File: src/cache_pkg.sv
package cache_pkg;

  // line address and payload widths
  localparam int addr_w = 37;
  localparam int data_w = 128;
  localparam int req_w = 5;

  // queue depths on the cache side
  localparam int store_depth = 16;
  localparam int code_depth = 8;
  localparam int read_depth = 16;

  // width of the store occupancy count, one more state than entries
  localparam int store_cnt_w = $clog2(store_depth + 1);

  localparam logic [store_cnt_w-1:0] stall_cnt = 12; // stores outstanding before stall

  // what the cache port is doing this cycle
  typedef enum logic [2:0] {
    op_none,
    op_store,
    op_code_read,
    op_data_read,
    op_fill
  } port_op_e;

endpackage
File: src/port_arbiter.sv
`timescale 1ns/10ps

module port_arbiter (
  input  logic                                        clk,
  input  logic                                        rst,
  input  logic                                        fill_valid,
  input  logic [cache_pkg::addr_w-1:0]                fill_addr,
  input  logic [cache_pkg::req_w-1:0]                 fill_req,
  input  logic [cache_pkg::data_w-1:0]                fill_data,
  input  logic                                        read_nonempty,
  input  logic [cache_pkg::addr_w+cache_pkg::req_w:0] read_head,
  input  logic                                        code_nonempty,
  input  logic [cache_pkg::addr_w+cache_pkg::req_w-1:0] code_head,
  input  logic                                        store_nonempty,
  input  logic [cache_pkg::addr_w+cache_pkg::data_w-1:0] store_head,
  output logic                                        read_pop,
  output logic                                        code_pop,
  output logic                                        store_pop,
  output cache_pkg::port_op_e                         port_op,
  output logic [cache_pkg::addr_w-1:0]                port_addr,
  output logic [cache_pkg::req_w-1:0]                 port_req,
  output logic [cache_pkg::data_w-1:0]                port_data,
  output logic                                        port_excl
);

  cache_pkg::port_op_e               op_nxt;
  logic [cache_pkg::addr_w-1:0]      addr_nxt;
  logic [cache_pkg::req_w-1:0]       req_nxt;
  logic [cache_pkg::data_w-1:0]      data_nxt;
  logic                              excl_nxt;

  // fill > data read > code read > store
  always_comb
  begin
    op_nxt = cache_pkg::op_none;
    addr_nxt = '0;
    req_nxt = '0;
    data_nxt = '0;
    excl_nxt = 1'b0;
    if (fill_valid)
    begin
      op_nxt = cache_pkg::op_fill;
      addr_nxt = fill_addr;
      req_nxt = fill_req;
      data_nxt = fill_data;
    end
    else if (read_nonempty)
    begin
      op_nxt = cache_pkg::op_data_read;
      {addr_nxt, req_nxt, excl_nxt} = read_head;
    end
    else if (code_nonempty)
    begin
      op_nxt = cache_pkg::op_code_read;
      {addr_nxt, req_nxt} = code_head;
    end
    else if (store_nonempty)
    begin
      op_nxt = cache_pkg::op_store;
      {addr_nxt, data_nxt} = store_head;
    end
  end

  // fill has no queue behind it, so no pop
  assign read_pop = op_nxt == cache_pkg::op_data_read;
  assign code_pop = op_nxt == cache_pkg::op_code_read;
  assign store_pop = op_nxt == cache_pkg::op_store;

  always_ff @(posedge clk)
  begin
    if (rst)
      port_op <= cache_pkg::op_none;
    else
      port_op <= op_nxt;
  end

  always_ff @(posedge clk)
  begin
    port_addr <= addr_nxt;
    port_req <= req_nxt;
    port_data <= data_nxt;
    port_excl <= excl_nxt;
  end

endmodule

File: config.mk
export PLATFORM = sky130hd
export DESIGN_NAME = port_arbiter
export DESIGN_NICKNAME = d
export VERILOG_FILES = /design/src/cache_pkg.sv /design/src/port_arbiter.sv
export SDC_FILE = /design/constraint.sdc
export NUM_CORES = 1
export LEC_CHECK = 0
export ABC_AREA = 1
export BUFFER_PORTS_ARGS = -buffer_cell sky130_fd_sc_hd__buf_2
export CORE_AREA = 2 2 233 235
export DETAILED_ROUTE_END_ITERATION = 16
export DIE_AREA = 0 0 235 237
export PLACE_DENSITY = 0.43
export SYNTH_ARGS = -nofsm -noshare
export SYNTH_HDL_FRONTEND = slang
export SYNTH_SLANG_ARGS = --single-unit
export TNS_END_PERCENT = 30
File: constraint.sdc
create_clock -name clk -period 2.6 [get_ports clk]
set_input_delay 0.26 -clock clk [delete_from_list [all_inputs] [get_ports clk]]
set_output_delay 0.26 -clock clk [all_outputs]
set_load 0.05 [all_outputs]
==> impl_summary.log <==
[metrics] result of the run: completed
[metrics] die height: between 200 and 250 µm
[metrics] via-per-instance ratio: 3.58
[metrics] maximum number of pins on one net before global-route repair: 97
[metrics] Setup CP Type: in2reg
[metrics] cell depth of the worst min-delay path: 3
[metrics] Final GP Congestion: 0.827
[metrics] family with the most delay on the worst path: buffers and inverters
[metrics] count of boundary I/O pins: 603
[metrics] final setup violating endpoints: 0
[metrics] number of cells on the critical path: 9
[metrics] wire length per cell after detailed routing: 14.1 µm
[metrics] clock tree from TritonCTS: built
[metrics] post-synthesis sequential area ratio: 0.548
[metrics] buffer and inverter count on the worst path: 5
[metrics] final worst path period share: 0.709
[metrics] area overhead of the layout relative to synthesis: 120%
[metrics] switch share: 0.343
[metrics] Yosys top cell by area: dfxtp_1
[metrics] Post-Syn Area per Cell: roughly 7 µm²
[metrics] total iterations of the first detailed-routing run: 4
[metrics] row cnt: 85
[metrics] RSZ-0062 raised after global routing: false
[metrics] Fmax achieved: 0.542 GHz
[metrics] max-capacitance violation count: 0
[metrics] Switching Power: roughly 0.0026 W
[metrics] startpoint type of the worst setup path: primary input
[metrics] CTS buffer count: 17
[metrics] reported leakage power: roughly 7.7 nW
[metrics] setup slack after layout: 756 ps
[metrics] proportion of power drawn by combinational gates: 0.268
[metrics] CTS sink cnt: 174
[metrics] initial antenna violation count: 15
[metrics] overflow left after global routing: 0
[metrics] critical path data required time: around 3000 ps
[metrics] number of DRC markers after the initial detailed-route iteration: around 250
[metrics] layer carrying the most global-route usage: met2
[metrics] Clk pin slew, worst setup/hold paths: 80 ps
[metrics] Final Slew Violations: 0
[metrics] met2 routing resource usage after global routing: 0.217
[metrics] minimum period implied by the final worst setup slack: 1840 ps
[metrics] class of the most critical hold timing path: in2reg
[metrics] DRC: 0
[metrics] arrival time at the worst endpoint: approximately 2300 ps
[metrics] number of buffer cells added on primary ports: between 600 and 700
[metrics] clock root buffer: clkbuf_16
[metrics] Critical Path End Type: flop
[metrics] dominant cell type by count on the critical path: nand2_1
[metrics] multi-input gate area in the final layout: 2480 µm²
[metrics] worst setup slack before clock tree synthesis: 799 ps
[metrics] maximum root-to-sink buffer count: 2
[metrics] Mapped Cells: 897
[metrics] All-Layer GR Usage: 0.126
[metrics] number of nets in the synthesized netlist: 1323
[metrics] worst rel slew slack: 0.442
[metrics] core area: 53300 µm²
[metrics] H-tree lvl count: 4
[metrics] worst hold margin: 40.3 ps
[metrics] biggest cell delay along the critical path: 550 ps
[metrics] transition time at the pin with the least slew margin: around 840 ps
[metrics] Total Die Area: 55700 µm²
[metrics] global-route wire length before repair: 52200 µm
[metrics] power density of the placed cells: 542 nW/µm²
[metrics] fraction of final layout cells sized beyond drive strength 1: 0.358
[metrics] maximum vdd ir drop: 0.470 mV
[metrics] clock power share: 0.350
[metrics] count of nets after finishing: 2234
[metrics] setup repair bufs after CTS: 0
[metrics] total detailed-routing wirelength: 35600 µm
[metrics] total via count in the routed design: 9036
[metrics] number of warnings reported in the yosys synthesis log: 0
[metrics] Worst Path Max Fanout: 41
[metrics] dominant cells by area after synthesis: dfxtp_1 55%, nand2_1 34%, nand3_1 3.4%
[metrics] hold violation count in the final report: 0
[metrics] GR Layer Usage met1: 0.126
[metrics] setup tns final: 0 ps
[metrics] vias in the first global route: between 9k and 10k
[metrics] Filler Cell Count: a little under 6k
[metrics] FF/Latch Area: 3480 µm²
[metrics] critical path, cell by cell: buf_2, inv_1, nand2_1, nor2_4, buf_12, buf_12, nand2_1, nand2_1, dlygate4sd3_1
[metrics] sequential power share: 0.382
[metrics] critical-path cell with the highest stage delay: dlygate4sd3_1
[metrics] die boundary width: 235 µm
[metrics] Cell Int Power: 0.00500 W
[metrics] starting density of the core: 0.119
[metrics] Distinct cells, synth: 16
[metrics] HPWL after DPL: 27700 µm
[metrics] antenna viol nets, final: 0
[metrics] met3 routing resource usage after global routing: 0.0557
[metrics] netlist area before placement: 6360 µm²
[metrics] portion of synthesized cell area occupied by the leading cell type: 0.548
[metrics] flip-flop and latch count after synthesis: 174
[per-stage QoR]
| step | cells | total power, W | cell area (µm²) | utilization |
|---|---|---|---|---|
| after floorplan | 897 | 0.00392 | 6360 | - |
| after global placement | 2163 | 0.00458 | 10200 | 0.191 |
| after detailed placement | 2163 | 0.00457 | 10200 | 0.191 |
| after CTS | 2517 | 0.00776 | 14000 | 0.263 |
| after global routing | 2521 | 0.00798 | 14000 | 0.263 |
| final | 2522 | 0.00760 | 14000 | 0.263 |
[flip-flops by register name (all words and copies together) (netlist names)]
name       count
port_op        3
port_addr     37
port_req       5
port_data    128
port_excl      1
[final cells by class]
type	instances	area share
inverters	41	0.0110
repair buffers	937	0.457
diodes	5	0.000893
well taps	696	0.0621
multi-input cells	637	0.177
flip-flops and latches	174	0.248
clock buffers	17	0.0303
clock inverters	15	0.0133
[cell usage after synthesis, drive strengths merged]
master / n
nand2: 584
and3: 1
buf: 39
a211oi: 1
a21oi: 1
nor3: 2
or2: 1
dfxtp: 174
nor2: 4
clkbuf: 6
nand3: 43
inv: 41
[tightest hold or removal path: stages]
cell and delay (ps):
buf_2 80, nand2_1 80, nand2_1 70
[per-layer routing]
metal,up-vias,share of wire
met5,-,0.00036
met4,2,0.044
met3,76,0.099
met2,445,0.49
met1,4009,0.37
li1,4504,-
[cell usage in the layout (no fill, tap or decap), drive strengths merged]
cell and instances:
nor2 4, nand2 584, or2 1, nand3 43, a21oi 1, diode 5, clkbuf 17, a211oi 1
inv 49, clkinv 7, dfxtp 174, nor3 2, and3 1, buf 615, dlygate4sd3 322
[logic make-up after synthesis]
group / Yosys count / share of synthesized area
buf+inv: 86 / 0.0643
flops: 174 / 0.548
simple gates: 635 / 0.386
compound gates: 2 / 0.00197
[worst paths after layout]
| kind | startpoint | to | slack [ps] |
|---|---|---|---|
| worst min-delay path | fill_data[60] | port_data[60]$_DFF_P_ | 40 |
| worst max-delay path | code_nonempty | port_data[81]$_DFF_P_ | 760 |
[power by group through the flow]
stage          Clock [W]  Combinational (W)  Sequential [W]
6_report         0.00266            0.00204         0.00291
3_5_place_dp           0            0.00160         0.00297
5_1_grt          0.00289            0.00217         0.00292
3_3_place_gp           0            0.00161         0.00297
4_1_cts          0.00282            0.00204         0.00291
2_1_floorplan          0           0.000269         0.00365
[what timing repair did]
action                    in CTS  in global routing
resized for setup              0                  0
hold endpoints to repair     169                  0
hold buffers                 322                  0
No activity file was read; power rests on OpenSTA's default activity.
