===== src/req_fifo.sv =====
`timescale 1ns/10ps

module req_fifo #(
  parameter int depth = 16,
  parameter int width = 8
) (
  input  logic                         clk,
  input  logic                         rst,
  input  logic                         push,
  input  logic [width-1:0]             push_data,
  input  logic                         pop,
  output logic [width-1:0]             head,
  output logic                         nonempty,
  output logic [$clog2(depth+1)-1:0]   count
);

  localparam int ptr_w = $clog2(depth);

  logic [width-1:0] ram [depth];
  logic [ptr_w-1:0] wr_ptr;
  logic [ptr_w-1:0] rd_ptr;

  assign head = ram[rd_ptr]; // show-ahead
  assign nonempty = count != '0;

  always_ff @(posedge clk)
  begin
    if (push)
    begin
      ram[wr_ptr] <= push_data;
    end
  end

  always_ff @(posedge clk)
  begin
    if (rst)
    begin
      wr_ptr <= '0;
      rd_ptr <= '0;
      count <= '0;
    end
    else
    begin
      if (push)
        wr_ptr <= (wr_ptr == ptr_w'(depth - 1)) ? '0 : wr_ptr + 1'b1;
      if (pop)
        rd_ptr <= (rd_ptr == ptr_w'(depth - 1)) ? '0 : rd_ptr + 1'b1;
      // push and pop together leave the count alone
      if (push && !pop)
        count <= count + 1'b1;
      else if (pop && !push)
        count <= count - 1'b1;
    end
  end

endmodule


===== config.mk =====
export PLATFORM = sky130hd
export DESIGN_NAME = req_fifo
export DESIGN_NICKNAME = d
export VERILOG_FILES = /design/src/req_fifo.sv
export SDC_FILE = /design/constraint.sdc
export NUM_CORES = 1
export LEC_CHECK = 0
export BUFFER_PORTS_ARGS = -buffer_cell sky130_fd_sc_hd__buf_2
export CORE_ASPECT_RATIO = 0.7
export CORE_MARGIN = 2
export CORE_UTILIZATION = 53
export CTS_BUF_LIST = sky130_fd_sc_hd__clkbuf_4 sky130_fd_sc_hd__clkbuf_8
export CTS_CLUSTER_DIAMETER = 150
export DETAILED_ROUTE_END_ITERATION = 12
export PLACE_DENSITY = 0.84
export SLEW_MARGIN = 20
export SYNTH_ARGS = -nofsm -noshare
export SYNTH_HDL_FRONTEND = slang
export SYNTH_SLANG_ARGS = --single-unit

===== constraint.sdc =====
create_clock -name clk -period 2.3 [get_ports clk]
set_input_delay 0.69 -clock clk [delete_from_list [all_inputs] [get_ports clk]]
set_output_delay 0.69 -clock clk [all_outputs]
set_load 0.01 [all_outputs]

==> metrics.txt <==
# TYPE chip_impl_metric gauge
chip_impl_metric{name="drv_cap",unit=""} 0
chip_impl_metric{name="antenna_cells",unit=""} 0
chip_impl_metric{name="finalSetupViolCount",unit=""} 8
chip_impl_metric{name="timing.clock.skew",unit="ns"} 0.00826
chip_impl_metric{name="via_per_inst",unit=""} 5.76
chip_impl_info{name="hold_path.startpoint",value="rd_ptr[3]$_SDFFE_PP0P_"} 1
chip_impl_metric{name="hold_path_stages",unit=""} 2
chip_impl_metric{name="maximum_number_of_pins_on_one_net_before_global_route_repair",unit=""} 33
chip_impl_info{name="setup_repair_after_global_routing_missed_its_margin",value="yes"} 1
chip_impl_metric{name="globalRoute.totalOverflow",unit=""} 0
chip_impl_metric{name="max-clock-path-buffers",unit=""} 2
chip_impl_metric{name="placed_cells_incl_taps",unit=""} 490
chip_impl_metric{name="reg2reg_depth",unit=""} 6
chip_impl_metric{name="post_synth_inst_count",unit=""} 311
chip_impl_metric{name="wirelength",unit="mm"} 11.5
chip_impl_metric{name="cts_htree_levels",unit=""} 4
chip_impl_metric{name="die_h",unit="µm"} 91.9
chip_impl_metric{name="dpl_worst_slack",unit="ns"} -0.126
chip_impl_metric{name="slew_headroom",unit=""} 0.513
chip_impl_metric{name="vias",unit=""} 3023
chip_impl_metric{name="chipWidth",unit="µm"} 129
chip_impl_metric{name="ant_nets",unit=""} 0
chip_impl_metric{name="seq_area",unit="mm²"} 0.00419
chip_impl_metric{name="finalCoreUtilization",unit=""} 0.609
chip_impl_metric{name="synth.cell_area",unit="mm²"} 0.00584
chip_impl_metric{name="area.growth.synth_to_final",unit="%"} 13.5
chip_impl_metric{name="worstPathBufferInverterCount",unit=""} 3
chip_impl_metric{name="worst-slew-pin-transition",unit="ns"} 0.728
chip_impl_metric{name="ios",unit=""} 26
chip_impl_metric{name="critical_path_peak_fanout",unit=""} 14
chip_impl_info{name="cts_tree",value="built"} 1
chip_impl_metric{name="wire_length_of_the_first_global_routing_pass",unit="mm"} 17.8
chip_impl_metric{name="final-hold-violation-count",unit=""} 0
chip_impl_metric{name="synthesis.nets",unit=""} 333
chip_impl_metric{name="grt.total_usage",unit=""} 0.212
chip_impl_metric{name="dr_wl_met2",unit="mm"} 5.54
chip_impl_metric{name="synth-warning-count",unit=""} 0
chip_impl_info{name="worst_r2r_endpoint",value="count[4]$_SDFFE_PP0P_"} 1
chip_impl_metric{name="dpl.hpwl",unit="mm"} 7.33
chip_impl_info{name="r2r_start",value="count[0]$_SDFFE_PP0P_"} 1
chip_impl_metric{name="avgSynthCellArea",unit="µm²"} 18.8
chip_impl_metric{name="worst-endpoint-arrival",unit="ns"} 2.02
chip_impl_info{name="worst_hold_path.endpoint",value="rd_ptr[3]$_SDFFE_PP0P_"} 1
chip_impl_info{name="cp_top_family",value="multiplexers"} 1
chip_impl_metric{name="finalCriticalPeriod",unit="ns"} 2.71
chip_impl_metric{name="max_freq",unit="MHz"} 369
chip_impl_metric{name="core",unit="mm²"} 0.0109
chip_impl_metric{name="synth.top_cell.area_share",unit=""} 0.658
chip_impl_metric{name="drt_first_pass_iters",unit=""} 5
chip_impl_metric{name="power_leakage",unit="nW"} 2.27
chip_impl_metric{name="met1Wirelength",unit="mm"} 5.19
chip_impl_metric{name="totalPowerFinal",unit="mW"} 5.41
chip_impl_info{name="run_status",value="finished with violations"} 1
chip_impl_metric{name="nNetsFinal",unit=""} 381
chip_impl_metric{name="clock_net_sink_count",unit=""} 145
chip_impl_metric{name="drt_iter0_drc",unit=""} 367
chip_impl_metric{name="totalNegativeSetupSlack",unit="ns"} -3.07
chip_impl_metric{name="synth_seq_cells",unit=""} 145
chip_impl_info{name="layout_commonest_cell",value="sky130_fd_sc_hd__edfxtp_1"} 1
chip_impl_metric{name="post_route_cells_drive_above_1_share",unit=""} 0.301
chip_impl_metric{name="drt-wirelength-per-cell",unit="µm"} 21.9
chip_impl_metric{name="powerDensity",unit="mW/mm²"} 815
chip_impl_metric{name="routed-wl-met3",unit="µm"} 674
chip_impl_metric{name="maxSlewViolCount",unit=""} 0
chip_impl_metric{name="antenna_found_initial",unit=""} 0
chip_impl_metric{name="total_clock_buffers_created_by_cts",unit=""} 17
chip_impl_metric{name="fin_ws",unit="ns"} -0.411
chip_impl_metric{name="fin_cells",unit=""} 525
chip_impl_info{name="critPathLaunchType",value="register"} 1
chip_impl_info{name="most-common-layout-cells",value="sky130_fd_sc_hd__edfxtp_1 (128), sky130_fd_sc_hd__mux4_2 (26), sky130_fd_sc_hd__buf_2 (24), sky130_fd_sc_hd__nor2_1 (20), sky130_fd_sc_hd__clkbuf_8 (18)"} 1
chip_impl_metric{name="placement_rows",unit=""} 32
chip_impl_info{name="violated_checks",value="setup timing"} 1
chip_impl_metric{name="die_area",unit="mm²"} 0.0119
chip_impl_metric{name="synth_cell_type_count",unit=""} 37
chip_impl_metric{name="port_buffers",unit=""} 25
chip_impl_metric{name="seq_area_frac_synth",unit=""} 0.716
chip_impl_info{name="cpMostUsedCell",value="sky130_fd_sc_hd__buf_12"} 1
chip_impl_metric{name="worst-r2r-setup-slack",unit="ns"} 0.34
chip_impl_info{name="critical_path_class",value="reg -> out"} 1
chip_impl_metric{name="worst_path_largest_cell_delay",unit="ns"} 0.49
chip_impl_info{name="slowest_stage",value="sky130_fd_sc_hd__mux4_2"} 1
chip_impl_metric{name="initial_core_util",unit=""} 0.537
chip_impl_info{name="cts.root.buffer_cell",value="sky130_fd_sc_hd__clkbuf_8"} 1
chip_impl_info{name="route.top_layer_used",value="met4"} 1
chip_impl_metric{name="worst_skew_pair.late_latency",unit="ns"} 0.44
chip_impl_metric{name="hold_buffers",unit=""} 0
chip_impl_metric{name="first_global_vias",unit=""} 3033
chip_impl_info{name="worstPathCellList",value="buf_12, buf_12, mux4_2, a22oi_2, nand2_1, buf_2"} 1
chip_impl_metric{name="drc",unit=""} 0
chip_impl_info{name="synth_area_leaders",value="sky130_fd_sc_hd__edfxtp_1 (66%), sky130_fd_sc_hd__mux4_1 (7.2%), sky130_fd_sc_hd__mux4_2 (6.2%)"} 1
chip_impl_metric{name="timing.final.crit_share",unit=""} 1.18
chip_impl_metric{name="worstPathRequired",unit="ns"} 1.61
chip_impl_metric{name="ir_worst_vdd",unit="mV"} 0.351
chip_impl_metric{name="fillers",unit=""} 776
chip_impl_info{name="synth_largest_area_cell",value="sky130_fd_sc_hd__edfxtp_1"} 1
chip_impl_metric{name="cts_clock_pin_slew_for_the_worst_setup_and_hold_paths",unit="ns"} 0.08
chip_impl_metric{name="place.gp.congestion",unit=""} 0.831
chip_impl_metric{name="multi_input_comb_area",unit="mm²"} 0.00153
chip_impl_info{name="critPathCaptureType",value="output port"} 1
chip_impl_info{name="min-delay-path-class",value="reg -> reg"} 1
cell usage after synthesis:
library cell                      instances
sky130_fd_sc_hd__nor2_1                  20
sky130_fd_sc_hd__mux4_2                  16
sky130_fd_sc_hd__a21o_1                   1
sky130_fd_sc_hd__and2_1                  17
sky130_fd_sc_hd__fa_1                     1
sky130_fd_sc_hd__mux2i_1                  4
sky130_fd_sc_hd__nand2b_1                 1
sky130_fd_sc_hd__mux2_2                   2
sky130_fd_sc_hd__xor2_1                   4
sky130_fd_sc_hd__o21ai_0                  2
sky130_fd_sc_hd__dlymetal6s4s_1           1
sky130_fd_sc_hd__buf_1                    1
sky130_fd_sc_hd__nand3_1                  2
sky130_fd_sc_hd__nor3_1                   1
sky130_fd_sc_hd__a22oi_1                 16
sky130_fd_sc_hd__and3b_1                  1
sky130_fd_sc_hd__nor2b_1                  2
sky130_fd_sc_hd__buf_12                   1
sky130_fd_sc_hd__a31oi_1                  1
sky130_fd_sc_hd__dfxtp_1                 17
sky130_fd_sc_hd__clkbuf_1                 3
sky130_fd_sc_hd__inv_1                    6
sky130_fd_sc_hd__nor4_1                   1
sky130_fd_sc_hd__buf_4                    1
sky130_fd_sc_hd__and3_1                   1
sky130_fd_sc_hd__buf_2                    2
sky130_fd_sc_hd__a21oi_1                  8
sky130_fd_sc_hd__and2b_1                  1
sky130_fd_sc_hd__nor3b_1                  1
sky130_fd_sc_hd__buf_6                    2
sky130_fd_sc_hd__nor4bb_1                 1
sky130_fd_sc_hd__or3_1                    2
sky130_fd_sc_hd__ha_1                     9
sky130_fd_sc_hd__mux4_1                  16
sky130_fd_sc_hd__clkdlybuf4s25_2          2
sky130_fd_sc_hd__nand2_1                 16
sky130_fd_sc_hd__edfxtp_1               128
registers in the layout (all words and copies together) (netlist names), named ones only:
name	cells
wr_ptr	4
count	5
ram	128
rd_ptr	4
worst register-to-register path, cell delays in order, from the launching register on:
cell	delay, ns
sky130_fd_sc_hd__dfxtp_1	0.42
sky130_fd_sc_hd__inv_1	0.09
sky130_fd_sc_hd__fa_1	0.44
sky130_fd_sc_hd__nand2b_1	0.17
sky130_fd_sc_hd__a21oi_1	0.18
sky130_fd_sc_hd__mux2i_1	0.22
sky130_fd_sc_hd__mux2_2	0.34
where the power goes:
| part | switching, mW | internal, mW | leakage, nW |
|---|---|---|---|
| clock network | 0.948 | 1.01 | 0.209 |
| logic | 0.264 | 0.241 | 0.769 |
| registers | 0.0386 | 2.91 | 1.30 |
kinds of logic (layout without fill, tap and decap cells):
logic type,after synthesis,in the layout,share of synthesized area
xor+xnor,4,4,0.00600
mux,38,38,0.144
buf+inv,19,80,0.0223
fa+ha+maj,10,10,0.0227
compound gates,28,28,0.0315
flops,145,145,0.716
simple gates,67,67,0.0572
stage by stage:
stage	cell area, µm²	hold WS (ns)
finish	6630	0.538
floorplan	5840	0.472
CTS	6630	0.532
detailed placement	6200	0.514
global placement	6200	0.495
global route	6630	0.585
metal layers:
| layer | track usage | vias up |
|---|---|---|
| met2 | 0.315 | 100 |
| met5 | 0 | - |
| met1 | 0.315 | 1583 |
| met4 | 0.0484 | 0 |
| li1 | - | 1329 |
| met3 | 0.0607 | 11 |
how the worst max path moves through the flow:
stage | from | endpoint | slack, ns | cells past startpoint
after floorplan | pop | count[4]$_SDFFE_PP0P_ | 0.04 | 7
after global placement | pop | count[4]$_SDFFE_PP0P_ | -0.09 | 8
after detailed placement | pop | count[4]$_SDFFE_PP0P_ | -0.13 | 8
after CTS | register | head[4] | -0.44 | 6
after global routing | register | head[1] | -0.51 | 5
final | register | head[4] | -0.41 | 6
timing repair:
action | in CTS | in global routing
cloned | 0 | 0
gates resized for setup | 16 | 5
setup buffers | 1 | 2
setup endpoints to repair | 8 | 8
pin swaps | 3 | 1
layout make-up:
cell class / instances / share of cell area
clock buffers: 19 / 0.0385
well taps: 153 / 0.0289
flip-flops and latches: 145 / 0.632
clock inverters: 13 / 0.0202
multi-input cells: 147 / 0.231
inverters: 6 / 0.00340
repair buffers: 42 / 0.0466
Note: power is estimated with default switching activity, not from simulation.
